===== src/hw/mgt_pkg.sv =====
// Shared constants, register map and state types for the transceiver channel block
// Referenced by scoped name from every RTL module
`default_nettype none

package mgt_pkg;

  // Bus geometry
  localparam int NUM_LANES       = 2;
  localparam int REG_AWIDTH      = 16;
  localparam int REG_DWIDTH      = 32;
  localparam int LANE_BLOCK_SIZE = 32'h1000;
  localparam int LANE_OFFS_W     = $clog2(LANE_BLOCK_SIZE);
  localparam int PORTNUM_BASE    = 4;

  // Register offsets within a lane block
  localparam logic [LANE_OFFS_W-1:0] REG_PORT_INFO  = 12'h000;
  localparam logic [LANE_OFFS_W-1:0] REG_CONTROL    = 12'h004;
  localparam logic [LANE_OFFS_W-1:0] REG_STATUS     = 12'h008;
  localparam logic [LANE_OFFS_W-1:0] REG_WORD_COUNT = 12'h00C;
  localparam logic [LANE_OFFS_W-1:0] REG_SCRATCH    = 12'h010;

  // Timing
  localparam int READ_TIMEOUT      = 16;
  localparam logic [REG_DWIDTH-1:0] TIMEOUT_DATA = 32'hDEADBEEF;
  localparam int LINK_TRAIN_CYCLES = 32;
  localparam int ACTIVITY_HOLD     = 8;

  // Counter widths and their load or end values
  localparam int TMO_CNT_W   = $clog2(READ_TIMEOUT + 1);
  localparam int TRAIN_CNT_W = $clog2(LINK_TRAIN_CYCLES + 1);
  localparam int ACT_CNT_W   = $clog2(ACTIVITY_HOLD + 1);
  localparam logic [TMO_CNT_W-1:0]   TMO_LOAD   = TMO_CNT_W'(READ_TIMEOUT - 1);
  localparam logic [TRAIN_CNT_W-1:0] TRAIN_LAST = TRAIN_CNT_W'(LINK_TRAIN_CYCLES - 1);
  localparam logic [ACT_CNT_W-1:0]   ACT_LOAD   = ACT_CNT_W'(ACTIVITY_HOLD);

  typedef enum logic [1:0] {LINK_DOWN, LINK_TRAIN, LINK_UP} link_state_e;

  typedef enum logic [2:0] {
    BR_IDLE, BR_WRITE, BR_READ_WAIT, BR_ACK, BR_RELEASE
  } bridge_state_e;

  typedef enum logic {OP_READ, OP_WRITE} reg_op_e;

endpackage

`default_nettype wire


===== src/hw/regport_if.sv =====
// Register port between the host bridge, the response mux and the lanes
// Requests are single-cycle pulses, reads answer with one rd_resp pulse
`default_nettype none

interface regport_if;

  // Write channel
  logic                            wr_req;
  logic [mgt_pkg::REG_AWIDTH-1:0] wr_addr;
  logic [mgt_pkg::REG_DWIDTH-1:0] wr_data;

  // Read channel
  logic                            rd_req;
  logic [mgt_pkg::REG_AWIDTH-1:0] rd_addr;
  logic                            rd_resp;
  logic [mgt_pkg::REG_DWIDTH-1:0] rd_data;

  modport master (
    output wr_req, wr_addr, wr_data,
    output rd_req, rd_addr,
    input  rd_resp, rd_data
  );

  modport slave (
    input  wr_req, wr_addr, wr_data,
    input  rd_req, rd_addr,
    output rd_resp, rd_data
  );

endinterface

`default_nettype wire


===== src/hw/regport_host_bridge.sv =====
// Four-phase req/ack host port to register-port master
// Reads give up after READ_TIMEOUT cycles and report an error with filler data
`default_nettype none

module regport_host_bridge (
  input  wire                             bus_clk_i,
  input  wire                             rst_i,
  input  wire                             host_req_i,
  input  mgt_pkg::reg_op_e                host_op_i,
  input  wire [mgt_pkg::REG_AWIDTH-1:0]  host_addr_i,
  input  wire [mgt_pkg::REG_DWIDTH-1:0]  host_wdata_i,
  output logic                            host_ack_o,
  output logic                            host_err_o,
  output logic [mgt_pkg::REG_DWIDTH-1:0] host_rdata_o,
  regport_if.master                       regp
);

  mgt_pkg::bridge_state_e state;

  logic                             wr_req_q;
  logic                             rd_req_q;
  logic [mgt_pkg::REG_AWIDTH-1:0]  addr_q;
  logic [mgt_pkg::REG_DWIDTH-1:0]  wdata_q;
  logic [mgt_pkg::TMO_CNT_W-1:0]   tmo_cnt;

  // --------------------------------------------------
  // Register-port drive
  // --------------------------------------------------
  assign regp.wr_req  = wr_req_q;
  assign regp.wr_addr = addr_q;
  assign regp.wr_data = wdata_q;
  assign regp.rd_req  = rd_req_q;
  assign regp.rd_addr = addr_q;

  // Host address and write data, captured once per transaction
  always_ff @(posedge bus_clk_i) begin
    if (state == mgt_pkg::BR_IDLE && host_req_i) begin
      addr_q  <= host_addr_i;
      wdata_q <= host_wdata_i;
    end
  end

  // --------------------------------------------------
  // Handshake FSM
  // --------------------------------------------------
  always_ff @(posedge bus_clk_i) begin
    if (rst_i) begin
      state      <= mgt_pkg::BR_IDLE;
      wr_req_q   <= 1'b0;
      rd_req_q   <= 1'b0;
      tmo_cnt    <= '0;
      host_ack_o <= 1'b0;
      host_err_o <= 1'b0;
    end else begin
      // Request pulses last exactly one cycle
      wr_req_q <= 1'b0;
      rd_req_q <= 1'b0;
      case (state)
        mgt_pkg::BR_IDLE: begin
          if (host_req_i) begin
            if (host_op_i == mgt_pkg::OP_WRITE) begin
              wr_req_q <= 1'b1;
              state    <= mgt_pkg::BR_WRITE;
            end else begin
              rd_req_q <= 1'b1;
              tmo_cnt  <= mgt_pkg::TMO_LOAD;
              state    <= mgt_pkg::BR_READ_WAIT;
            end
          end
        end
        mgt_pkg::BR_WRITE: begin
          host_ack_o <= 1'b1;
          host_err_o <= 1'b0;
          state      <= mgt_pkg::BR_ACK;
        end
        mgt_pkg::BR_READ_WAIT: begin
          if (regp.rd_resp) begin
            host_rdata_o <= regp.rd_data;
            host_err_o   <= 1'b0;
            host_ack_o   <= 1'b1;
            state        <= mgt_pkg::BR_ACK;
          end else if (tmo_cnt == '0) begin
            // Nobody decoded the address
            host_rdata_o <= mgt_pkg::TIMEOUT_DATA;
            host_err_o   <= 1'b1;
            host_ack_o   <= 1'b1;
            state        <= mgt_pkg::BR_ACK;
          end else begin
            tmo_cnt <= tmo_cnt - 1'b1;
          end
        end
        mgt_pkg::BR_ACK: begin
          if (!host_req_i) begin
            host_ack_o <= 1'b0;
            state      <= mgt_pkg::BR_RELEASE;
          end
        end
        default: begin
          // Ack is low here, host may start again
          state <= mgt_pkg::BR_IDLE;
        end
      endcase
    end
  end

endmodule

`default_nettype wire


===== src/hw/regport_resp_mux.sv =====
// Broadcasts register-port requests to every lane and merges read responses
`default_nettype none

module regport_resp_mux (
  input  wire        bus_clk_i,
  input  wire        rst_i,
  regport_if.slave   host,
  regport_if.master  lanes [mgt_pkg::NUM_LANES]
);

  logic [mgt_pkg::NUM_LANES-1:0]   resp_vec;
  logic [mgt_pkg::REG_DWIDTH-1:0]  data_vec [mgt_pkg::NUM_LANES];
  logic [mgt_pkg::REG_DWIDTH-1:0]  data_or;
  logic                             resp_q;
  logic [mgt_pkg::REG_DWIDTH-1:0]  data_q;

  // Requests go straight through to all lanes
  for (genvar i = 0; i < mgt_pkg::NUM_LANES; i++) begin : g_lane
    assign lanes[i].wr_req  = host.wr_req;
    assign lanes[i].wr_addr = host.wr_addr;
    assign lanes[i].wr_data = host.wr_data;
    assign lanes[i].rd_req  = host.rd_req;
    assign lanes[i].rd_addr = host.rd_addr;
    assign resp_vec[i]      = lanes[i].rd_resp;
    assign data_vec[i]      = lanes[i].rd_data;
  end

  // Idle lanes drive zero data, so OR picks the responder
  always_comb begin
    data_or = '0;
    for (int k = 0; k < mgt_pkg::NUM_LANES; k++) begin
      data_or = data_or | data_vec[k];
    end
  end

  always_ff @(posedge bus_clk_i) begin
    if (rst_i) begin
      resp_q <= 1'b0;
    end else begin
      resp_q <= |resp_vec;
    end
    data_q <= data_or;
  end

  assign host.rd_resp = resp_q;
  assign host.rd_data = data_q;

endmodule

`default_nettype wire


===== src/hw/mgt_lane.sv =====
// One transceiver lane: register block, link-state FSM, rx word counter
// and activity stretcher. LANE_IDX selects the address window and port number
`default_nettype none

module mgt_lane #(
  parameter int LANE_IDX = 0
) (
  input  wire                             bus_clk_i,
  input  wire                             rst_i,
  regport_if.slave                        regp,
  input  wire                             mod_present_n_i,
  input  wire                             mod_tx_fault_i,
  input  wire                             rx_sigdet_i,
  input  wire                             rx_valid_i,
  output logic                            tx_disable_o,
  output logic                            link_up_o,
  output logic                            activity_o,
  output logic [mgt_pkg::REG_DWIDTH-1:0] port_info_o
);

  mgt_pkg::link_state_e link_state;

  logic [mgt_pkg::REG_AWIDTH-mgt_pkg::LANE_OFFS_W-1:0] lane_sel;
  logic [mgt_pkg::LANE_OFFS_W-1:0]   wr_offs;
  logic [mgt_pkg::LANE_OFFS_W-1:0]   rd_offs;
  logic                               wr_hit;
  logic                               rd_hit;
  logic                               cnt_clear;
  logic                               mod_present;
  logic                               link_ok;
  logic                               rx_word;
  logic [mgt_pkg::REG_DWIDTH-1:0]    scratch_q;
  logic [mgt_pkg::REG_DWIDTH-1:0]    word_cnt;
  logic [mgt_pkg::REG_DWIDTH-1:0]    status;
  logic [mgt_pkg::REG_DWIDTH-1:0]    rd_mux;
  logic [mgt_pkg::TRAIN_CNT_W-1:0]   train_cnt;
  logic [mgt_pkg::ACT_CNT_W-1:0]     act_cnt;

  // --------------------------------------------------
  // Address decode
  // --------------------------------------------------
  assign lane_sel = ($bits(lane_sel))'(LANE_IDX);
  assign wr_offs  = regp.wr_addr[mgt_pkg::LANE_OFFS_W-1:0];
  assign rd_offs  = regp.rd_addr[mgt_pkg::LANE_OFFS_W-1:0];
  assign wr_hit   = regp.wr_req &&
                    (regp.wr_addr[mgt_pkg::REG_AWIDTH-1:mgt_pkg::LANE_OFFS_W] == lane_sel);
  assign rd_hit   = regp.rd_req &&
                    (regp.rd_addr[mgt_pkg::REG_AWIDTH-1:mgt_pkg::LANE_OFFS_W] == lane_sel);

  // Bit 1 of control is a strobe, never stored
  assign cnt_clear = wr_hit && (wr_offs == mgt_pkg::REG_CONTROL) && regp.wr_data[1];

  assign port_info_o = {16'h0000, 8'(mgt_pkg::PORTNUM_BASE + LANE_IDX),
                        8'(mgt_pkg::NUM_LANES)};
  assign mod_present = ~mod_present_n_i;
  assign status      = {29'd0, mod_tx_fault_i, mod_present, link_up_o};

  always_ff @(posedge bus_clk_i) begin
    if (rst_i) begin
      tx_disable_o <= 1'b0;
      scratch_q    <= '0;
    end else if (wr_hit) begin
      if (wr_offs == mgt_pkg::REG_CONTROL) begin
        tx_disable_o <= regp.wr_data[0];
      end
      if (wr_offs == mgt_pkg::REG_SCRATCH) begin
        scratch_q <= regp.wr_data;
      end
    end
  end

  always_comb begin
    case (rd_offs)
      mgt_pkg::REG_PORT_INFO:  rd_mux = port_info_o;
      mgt_pkg::REG_CONTROL:    rd_mux = {31'd0, tx_disable_o};
      mgt_pkg::REG_STATUS:     rd_mux = status;
      mgt_pkg::REG_WORD_COUNT: rd_mux = word_cnt;
      mgt_pkg::REG_SCRATCH:    rd_mux = scratch_q;
      default:                 rd_mux = '0;
    endcase
  end

  // Data stays zero unless this lane answers, the mux ORs all lanes
  always_ff @(posedge bus_clk_i) begin
    if (rst_i) begin
      regp.rd_resp <= 1'b0;
      regp.rd_data <= '0;
    end else begin
      regp.rd_resp <= rd_hit;
      regp.rd_data <= rd_hit ? rd_mux : '0;
    end
  end

  // --------------------------------------------------
  // Link state
  // --------------------------------------------------
  assign link_ok   = rx_sigdet_i && mod_present && !tx_disable_o;
  assign link_up_o = (link_state == mgt_pkg::LINK_UP);

  always_ff @(posedge bus_clk_i) begin
    if (rst_i) begin
      link_state <= mgt_pkg::LINK_DOWN;
      train_cnt  <= '0;
    end else if (!link_ok) begin
      link_state <= mgt_pkg::LINK_DOWN;
    end else begin
      case (link_state)
        mgt_pkg::LINK_DOWN: begin
          train_cnt  <= '0;
          link_state <= mgt_pkg::LINK_TRAIN;
        end
        mgt_pkg::LINK_TRAIN: begin
          if (train_cnt == mgt_pkg::TRAIN_LAST) begin
            link_state <= mgt_pkg::LINK_UP;
          end else begin
            train_cnt <= train_cnt + 1'b1;
          end
        end
        default: link_state <= mgt_pkg::LINK_UP;
      endcase
    end
  end

  // --------------------------------------------------
  // Rx word counter and activity
  // --------------------------------------------------
  assign rx_word    = rx_valid_i && link_up_o;
  assign activity_o = (act_cnt != '0);

  always_ff @(posedge bus_clk_i) begin
    if (rst_i) begin
      word_cnt <= '0;
      act_cnt  <= '0;
    end else begin
      if (cnt_clear) begin
        word_cnt <= '0;
      end else if (rx_word && word_cnt != '1) begin
        word_cnt <= word_cnt + 1'b1;
      end
      // Retrigger on every word
      if (rx_word) begin
        act_cnt <= mgt_pkg::ACT_LOAD;
      end else if (act_cnt != '0) begin
        act_cnt <= act_cnt - 1'b1;
      end
    end
  end

endmodule

`default_nettype wire


===== src/hw/mgt_channel_top.sv =====
// Transceiver channel top: host bridge, response mux and one mgt_lane per lane
// Host side is a four-phase req/ack register port
`default_nettype none

module mgt_channel_top (
  input  wire                                              bus_clk_i,
  input  wire                                              rst_i,
  // Host port
  input  wire                                              host_req_i,
  input  mgt_pkg::reg_op_e                                 host_op_i,
  input  wire [mgt_pkg::REG_AWIDTH-1:0]                   host_addr_i,
  input  wire [mgt_pkg::REG_DWIDTH-1:0]                   host_wdata_i,
  output logic                                             host_ack_o,
  output logic                                             host_err_o,
  output logic [mgt_pkg::REG_DWIDTH-1:0]                  host_rdata_o,
  // Module sideband, shared by all lanes
  input  wire                                              mod_present_n_i,
  input  wire                                              mod_tx_fault_i,
  output logic                                             mod_tx_disable_o,
  // Per-lane signals
  input  wire  [mgt_pkg::NUM_LANES-1:0]                   rx_sigdet_i,
  input  wire  [mgt_pkg::NUM_LANES-1:0]                   rx_valid_i,
  output logic [mgt_pkg::NUM_LANES-1:0]                   link_up_o,
  output logic [mgt_pkg::NUM_LANES-1:0]                   activity_o,
  output logic [mgt_pkg::NUM_LANES*mgt_pkg::REG_DWIDTH-1:0] port_info_o
);

  logic [mgt_pkg::NUM_LANES-1:0] tx_disable;

  regport_if host_bus ();
  regport_if lane_bus [mgt_pkg::NUM_LANES] ();

  // One module cage, any lane may hold the laser off
  assign mod_tx_disable_o = |tx_disable;

  regport_host_bridge u_bridge (
    .bus_clk_i    (bus_clk_i),
    .rst_i        (rst_i),
    .host_req_i   (host_req_i),
    .host_op_i    (host_op_i),
    .host_addr_i  (host_addr_i),
    .host_wdata_i (host_wdata_i),
    .host_ack_o   (host_ack_o),
    .host_err_o   (host_err_o),
    .host_rdata_o (host_rdata_o),
    .regp         (host_bus)
  );

  regport_resp_mux u_resp_mux (
    .bus_clk_i (bus_clk_i),
    .rst_i     (rst_i),
    .host      (host_bus),
    .lanes     (lane_bus)
  );

  for (genvar l = 0; l < mgt_pkg::NUM_LANES; l++) begin : g_lanes
    mgt_lane #(
      .LANE_IDX (l)
    ) u_lane (
      .bus_clk_i       (bus_clk_i),
      .rst_i           (rst_i),
      .regp            (lane_bus[l]),
      .mod_present_n_i (mod_present_n_i),
      .mod_tx_fault_i  (mod_tx_fault_i),
      .rx_sigdet_i     (rx_sigdet_i[l]),
      .rx_valid_i      (rx_valid_i[l]),
      .tx_disable_o    (tx_disable[l]),
      .link_up_o       (link_up_o[l]),
      .activity_o      (activity_o[l]),
      .port_info_o     (port_info_o[l*mgt_pkg::REG_DWIDTH +: mgt_pkg::REG_DWIDTH])
    );
  end

endmodule

`default_nettype wire


===== config.mk =====
export PLATFORM = sky130hd
export DESIGN_NAME = mgt_channel_top
export DESIGN_NICKNAME = d
export VERILOG_FILES = /design/src/hw/mgt_pkg.sv /design/src/hw/regport_if.sv /design/src/hw/regport_host_bridge.sv /design/src/hw/regport_resp_mux.sv /design/src/hw/mgt_lane.sv /design/src/hw/mgt_channel_top.sv
export SDC_FILE = /design/constraint.sdc
export NUM_CORES = 1
export LEC_CHECK = 0
export BUFFER_PORTS_ARGS = -buffer_cell sky130_fd_sc_hd__buf_4
export CAP_MARGIN = 30
export CORE_ASPECT_RATIO = 1.25
export CORE_MARGIN = 2
export CORE_UTILIZATION = 54
export CTS_BUF_LIST = sky130_fd_sc_hd__clkbuf_4 sky130_fd_sc_hd__clkbuf_8
export CTS_CLUSTER_DIAMETER = 30
export DETAILED_ROUTE_END_ITERATION = 16
export PLACE_DENSITY_LB_ADDON = 0.3
export SYNTH_ARGS = -nofsm -noshare
export SYNTH_HDL_FRONTEND = slang
export SYNTH_SLANG_ARGS = --single-unit

===== constraint.sdc =====
create_clock -name bus_clk_i -period 4.04 [get_ports bus_clk_i]
set_input_delay 1.212 -clock bus_clk_i [delete_from_list [all_inputs] [get_ports bus_clk_i]]
set_output_delay 1.212 -clock bus_clk_i [all_outputs]
set_load 0.005 [all_outputs]

==> metrics.cfg <==
[status]
outcome=finished clean

[clock_network]
cts_htree_levels=2
postCtsSetupRepairBufs=0
cts_hold_buf=0
cts_root_buf=clkbuf_8
cts_num_sinks=345
cts_resized=0
cts_tree=yes
clk_latency_ns=0.58
clockBufferDepth=3
numCtsBuffers=53
cts.clk_slew.worst_paths_ns=0.06

[min_path]
hold_class=flip-flop to flip-flop
hp-start=g_lanes[1].u_lane.regp.rd_data[28]$_SDFF_PP0_

[synth]
yosys_warnings=0
synth-main-ff-cell=dfxtp_1
avgSynthCellArea_um2=9.855
synthCells=1368
synthTopCellsByArea=dfxtp_1, edfxtp_1, nand2_1, nor2_1, buf_4
async_flop_share=0
synth_top_area_frac=0.3935
synth-seq-area-share=0.5717
synth_common_cells=dfxtp_1, nand2_1, nor2_1
synth_seq_cells=345
synth_cell_type_count=66
synth_edf_count=80
synth_most_common_cell=dfxtp_1
synth.cell_area_um2=13480
synth_largest_area_cell=dfxtp_1

[placed_design]
place_congestion=0.8734
place_hpwl_mm=18.54
pre_cts_ws_ns=1.055
port_buffers=96
dpl_cell_area_um2=14270

[routing]
viasPerCell=5.286
drt_iter0_drc=692
drc=0
wire_per_inst_um=14.77
routed_wl_mm=27.15
final_antenna_net_count=0
vias=9715
dr.pass1.iters=5

[setup_path]
ff2ff_setup_slack_ns=1.30
crit_buf_inv=2
cp.required_ns=2.83
timing.rr.start=u_bridge.regp.rd_addr[7]$_DFFE_PP_
r2r-end=g_lanes[1].u_lane.regp.rd_data[21]$_SDFF_PP0_
arrival_ns=1.55
reg2reg_depth=6
crit_fanout=5
max_stage_delay_ns=0.36
crit_path_end=activity_o[0]
path_cells=inv_1, ha_1, nand2_1, buf_4
crit_path_start=g_lanes[0].u_lane.act_cnt[0]$_SDFFE_PP0P_
cp.depth=4
crit_path_start_kind=flip-flop
critPathKind=flip-flop to primary output
cp_slowest_cell=dfxtp_1
end_kind=primary output
critical_path.top_delay_family=flip-flops

[floorplan]
ios=161
core-area_um2=24500
initial_core_util=0.5502
core.rowCount=64
die_area_um2=26250
die_x_um=145.3
die_h_um=180.7

[timing]
setup_viol=0
report.final.slew_viol_count=0
hold_violations=0
max-slew-margin-rel=0.3355
worstMarginPinSlew_ns=0.9944
rsz0062_at_grt=no
setup_ws_ns=1.278
period_share=0.6837
clock.fmax_ghz=0.3620
finalCriticalPeriod_ns=2.762
tns_ns=0
clock-skew-final_ns=0.02292

[grt]
grt_pass1_wl_mm=45.04
grt_max_degree=64
grt_antenna_before_repair=0
grt.overflow.total=0
grt_pass1_vias=9190
grt_usage=0.2042

[cells_and_area]
syn_to_final_growth_pct=14.49
diodes=0
final_nets=1533
final_core_util=0.6299
final_cell_area_um2=15430
drive_above_1_share=0.1731

[power]
p_clk_frac=0.423
power_frac_comb=0.061
p_leak_nw=5.676
intPower_w=0.005599
power-per-cell-area_nw_per_um2=469.2
seqPwrFrac=0.517
ir_drop_mv=0.3137
p_sw_frac=0.2269
switchingPower_w=0.001643

[job]
cap_violations=0

[cell usage in the layout, fill, tap and decap left out, types with 33 or more instances in the layout]
cell type,n
a21oi_1,86
xor2_1,49
or2_2,33
conb_1,64
nand2_1,195
buf_4,111
nor2_1,156
nand3_1,35
clkbuf_8,62
edfxtp_1,80
dfxtp_1,265
a22oi_1,61
[metal layers]
| layer | wire [um] | track usage | vias up |
|---|---|---|---|
| met3 | 1619 | 0.03241 | 65 |
| met2 | 12400 | 0.3261 | 358 |
| met5 | 0 | 0 | - |
| met1 | 12420 | 0.2821 | 4520 |
| li1 | - | - | 4772 |
| met4 | 703 | 0.07569 | 0 |
[through the flow]
| step | hold WS (ns) | power [W] | cells |
|---|---|---|---|
| after detailed placement | 0.3984 | 0.004254 | 1741 |
| after CTS | 0.4139 | 0.007321 | 1838 |
| final | 0.4098 | 0.007243 | 1838 |
| after global routing | 0.4267 | 0.007530 | 1838 |
| after global placement | 0.3961 | 0.004231 | 1739 |
| after floorplan | 0.3895 | 0.004132 | 1430 |
[flip-flops by register name (all words and copies together) (netlist names)]
| signal | cells |
|---|---|
| g_lanes.u_lane.regp.rd_data | 64 |
| u_bridge.regp.wr_req | 1 |
| g_lanes.u_lane.tx_disable_o | 2 |
| g_lanes.u_lane.scratch_q | 64 |
| g_lanes.u_lane.train_cnt | 12 |
| u_bridge.regp.rd_req | 1 |
| u_bridge.state | 3 |
| u_resp_mux.host.rd_resp | 1 |
| g_lanes.u_lane.link_state | 4 |
| g_lanes.u_lane.regp.rd_resp | 2 |
| u_resp_mux.host.rd_data | 32 |
| g_lanes.u_lane.word_cnt | 64 |
| u_bridge.regp.wr_data | 32 |
| u_bridge.tmo_cnt | 5 |
| g_lanes.u_lane.act_cnt | 8 |
| u_bridge.host_ack_o | 1 |
| u_bridge.host_rdata_o | 32 |
| u_bridge.regp.rd_addr | 16 |
| u_bridge.host_err_o | 1 |
[power groups by stage]
| stage | sequential (W) | clock, W | combinational [W] |
|---|---|---|---|
| 6_report | 0.00374 | 0.00306 | 0.000439 |
| 5_1_grt | 0.00375 | 0.00328 | 0.000499 |
| 3_5_place_dp | 0.00381 | 0 | 0.000441 |
| 4_1_cts | 0.00374 | 0.00314 | 0.000444 |
| 2_1_floorplan | 0.00378 | 0 | 0.000353 |
| 3_3_place_gp | 0.00381 | 0 | 0.000422 |
[worst min-delay path by stage]
stage | endpoint | slack [ns] | cells after the start
floorplan | u_resp_mux.host.rd_data[0]$_DFF_P_ | 0.39 | 1
global route | u_resp_mux.host.rd_data[28]$_DFF_P_ | 0.43 | 1
finish | u_resp_mux.host.rd_data[28]$_DFF_P_ | 0.41 | 1
global placement | u_resp_mux.host.rd_data[0]$_DFF_P_ | 0.40 | 1
CTS | u_resp_mux.host.rd_data[28]$_DFF_P_ | 0.41 | 1
detailed placement | u_resp_mux.host.rd_data[28]$_DFF_P_ | 0.40 | 1
[kinds of logic (layout without fill, tap and decap cells)]
group           count (synthesis)  count (layout)  share of synthesized area
other cells                     2              64                  0.0005571
mux                             6               6                   0.004548
fa+ha+maj                       9               9                   0.008353
xor+xnor                       59              59                    0.03833
simple gates                  608             608                     0.2227
buf+inv                       146             224                    0.06097
compound gates                193             193                    0.09281
flops                         345             345                     0.5717
[final cells by class]
cell class | instances | area, um^2
clock inverter | 19 | 187.7
multi-input combinational | 939 | 5213
timing repair buffer | 113 | 888.4
inverter | 14 | 52.55
fill | 2018 | 9069
tap | 330 | 412.9
clock buffer | 78 | 973.4
sequential | 345 | 7707
Power figures use the tool's default switching activity.
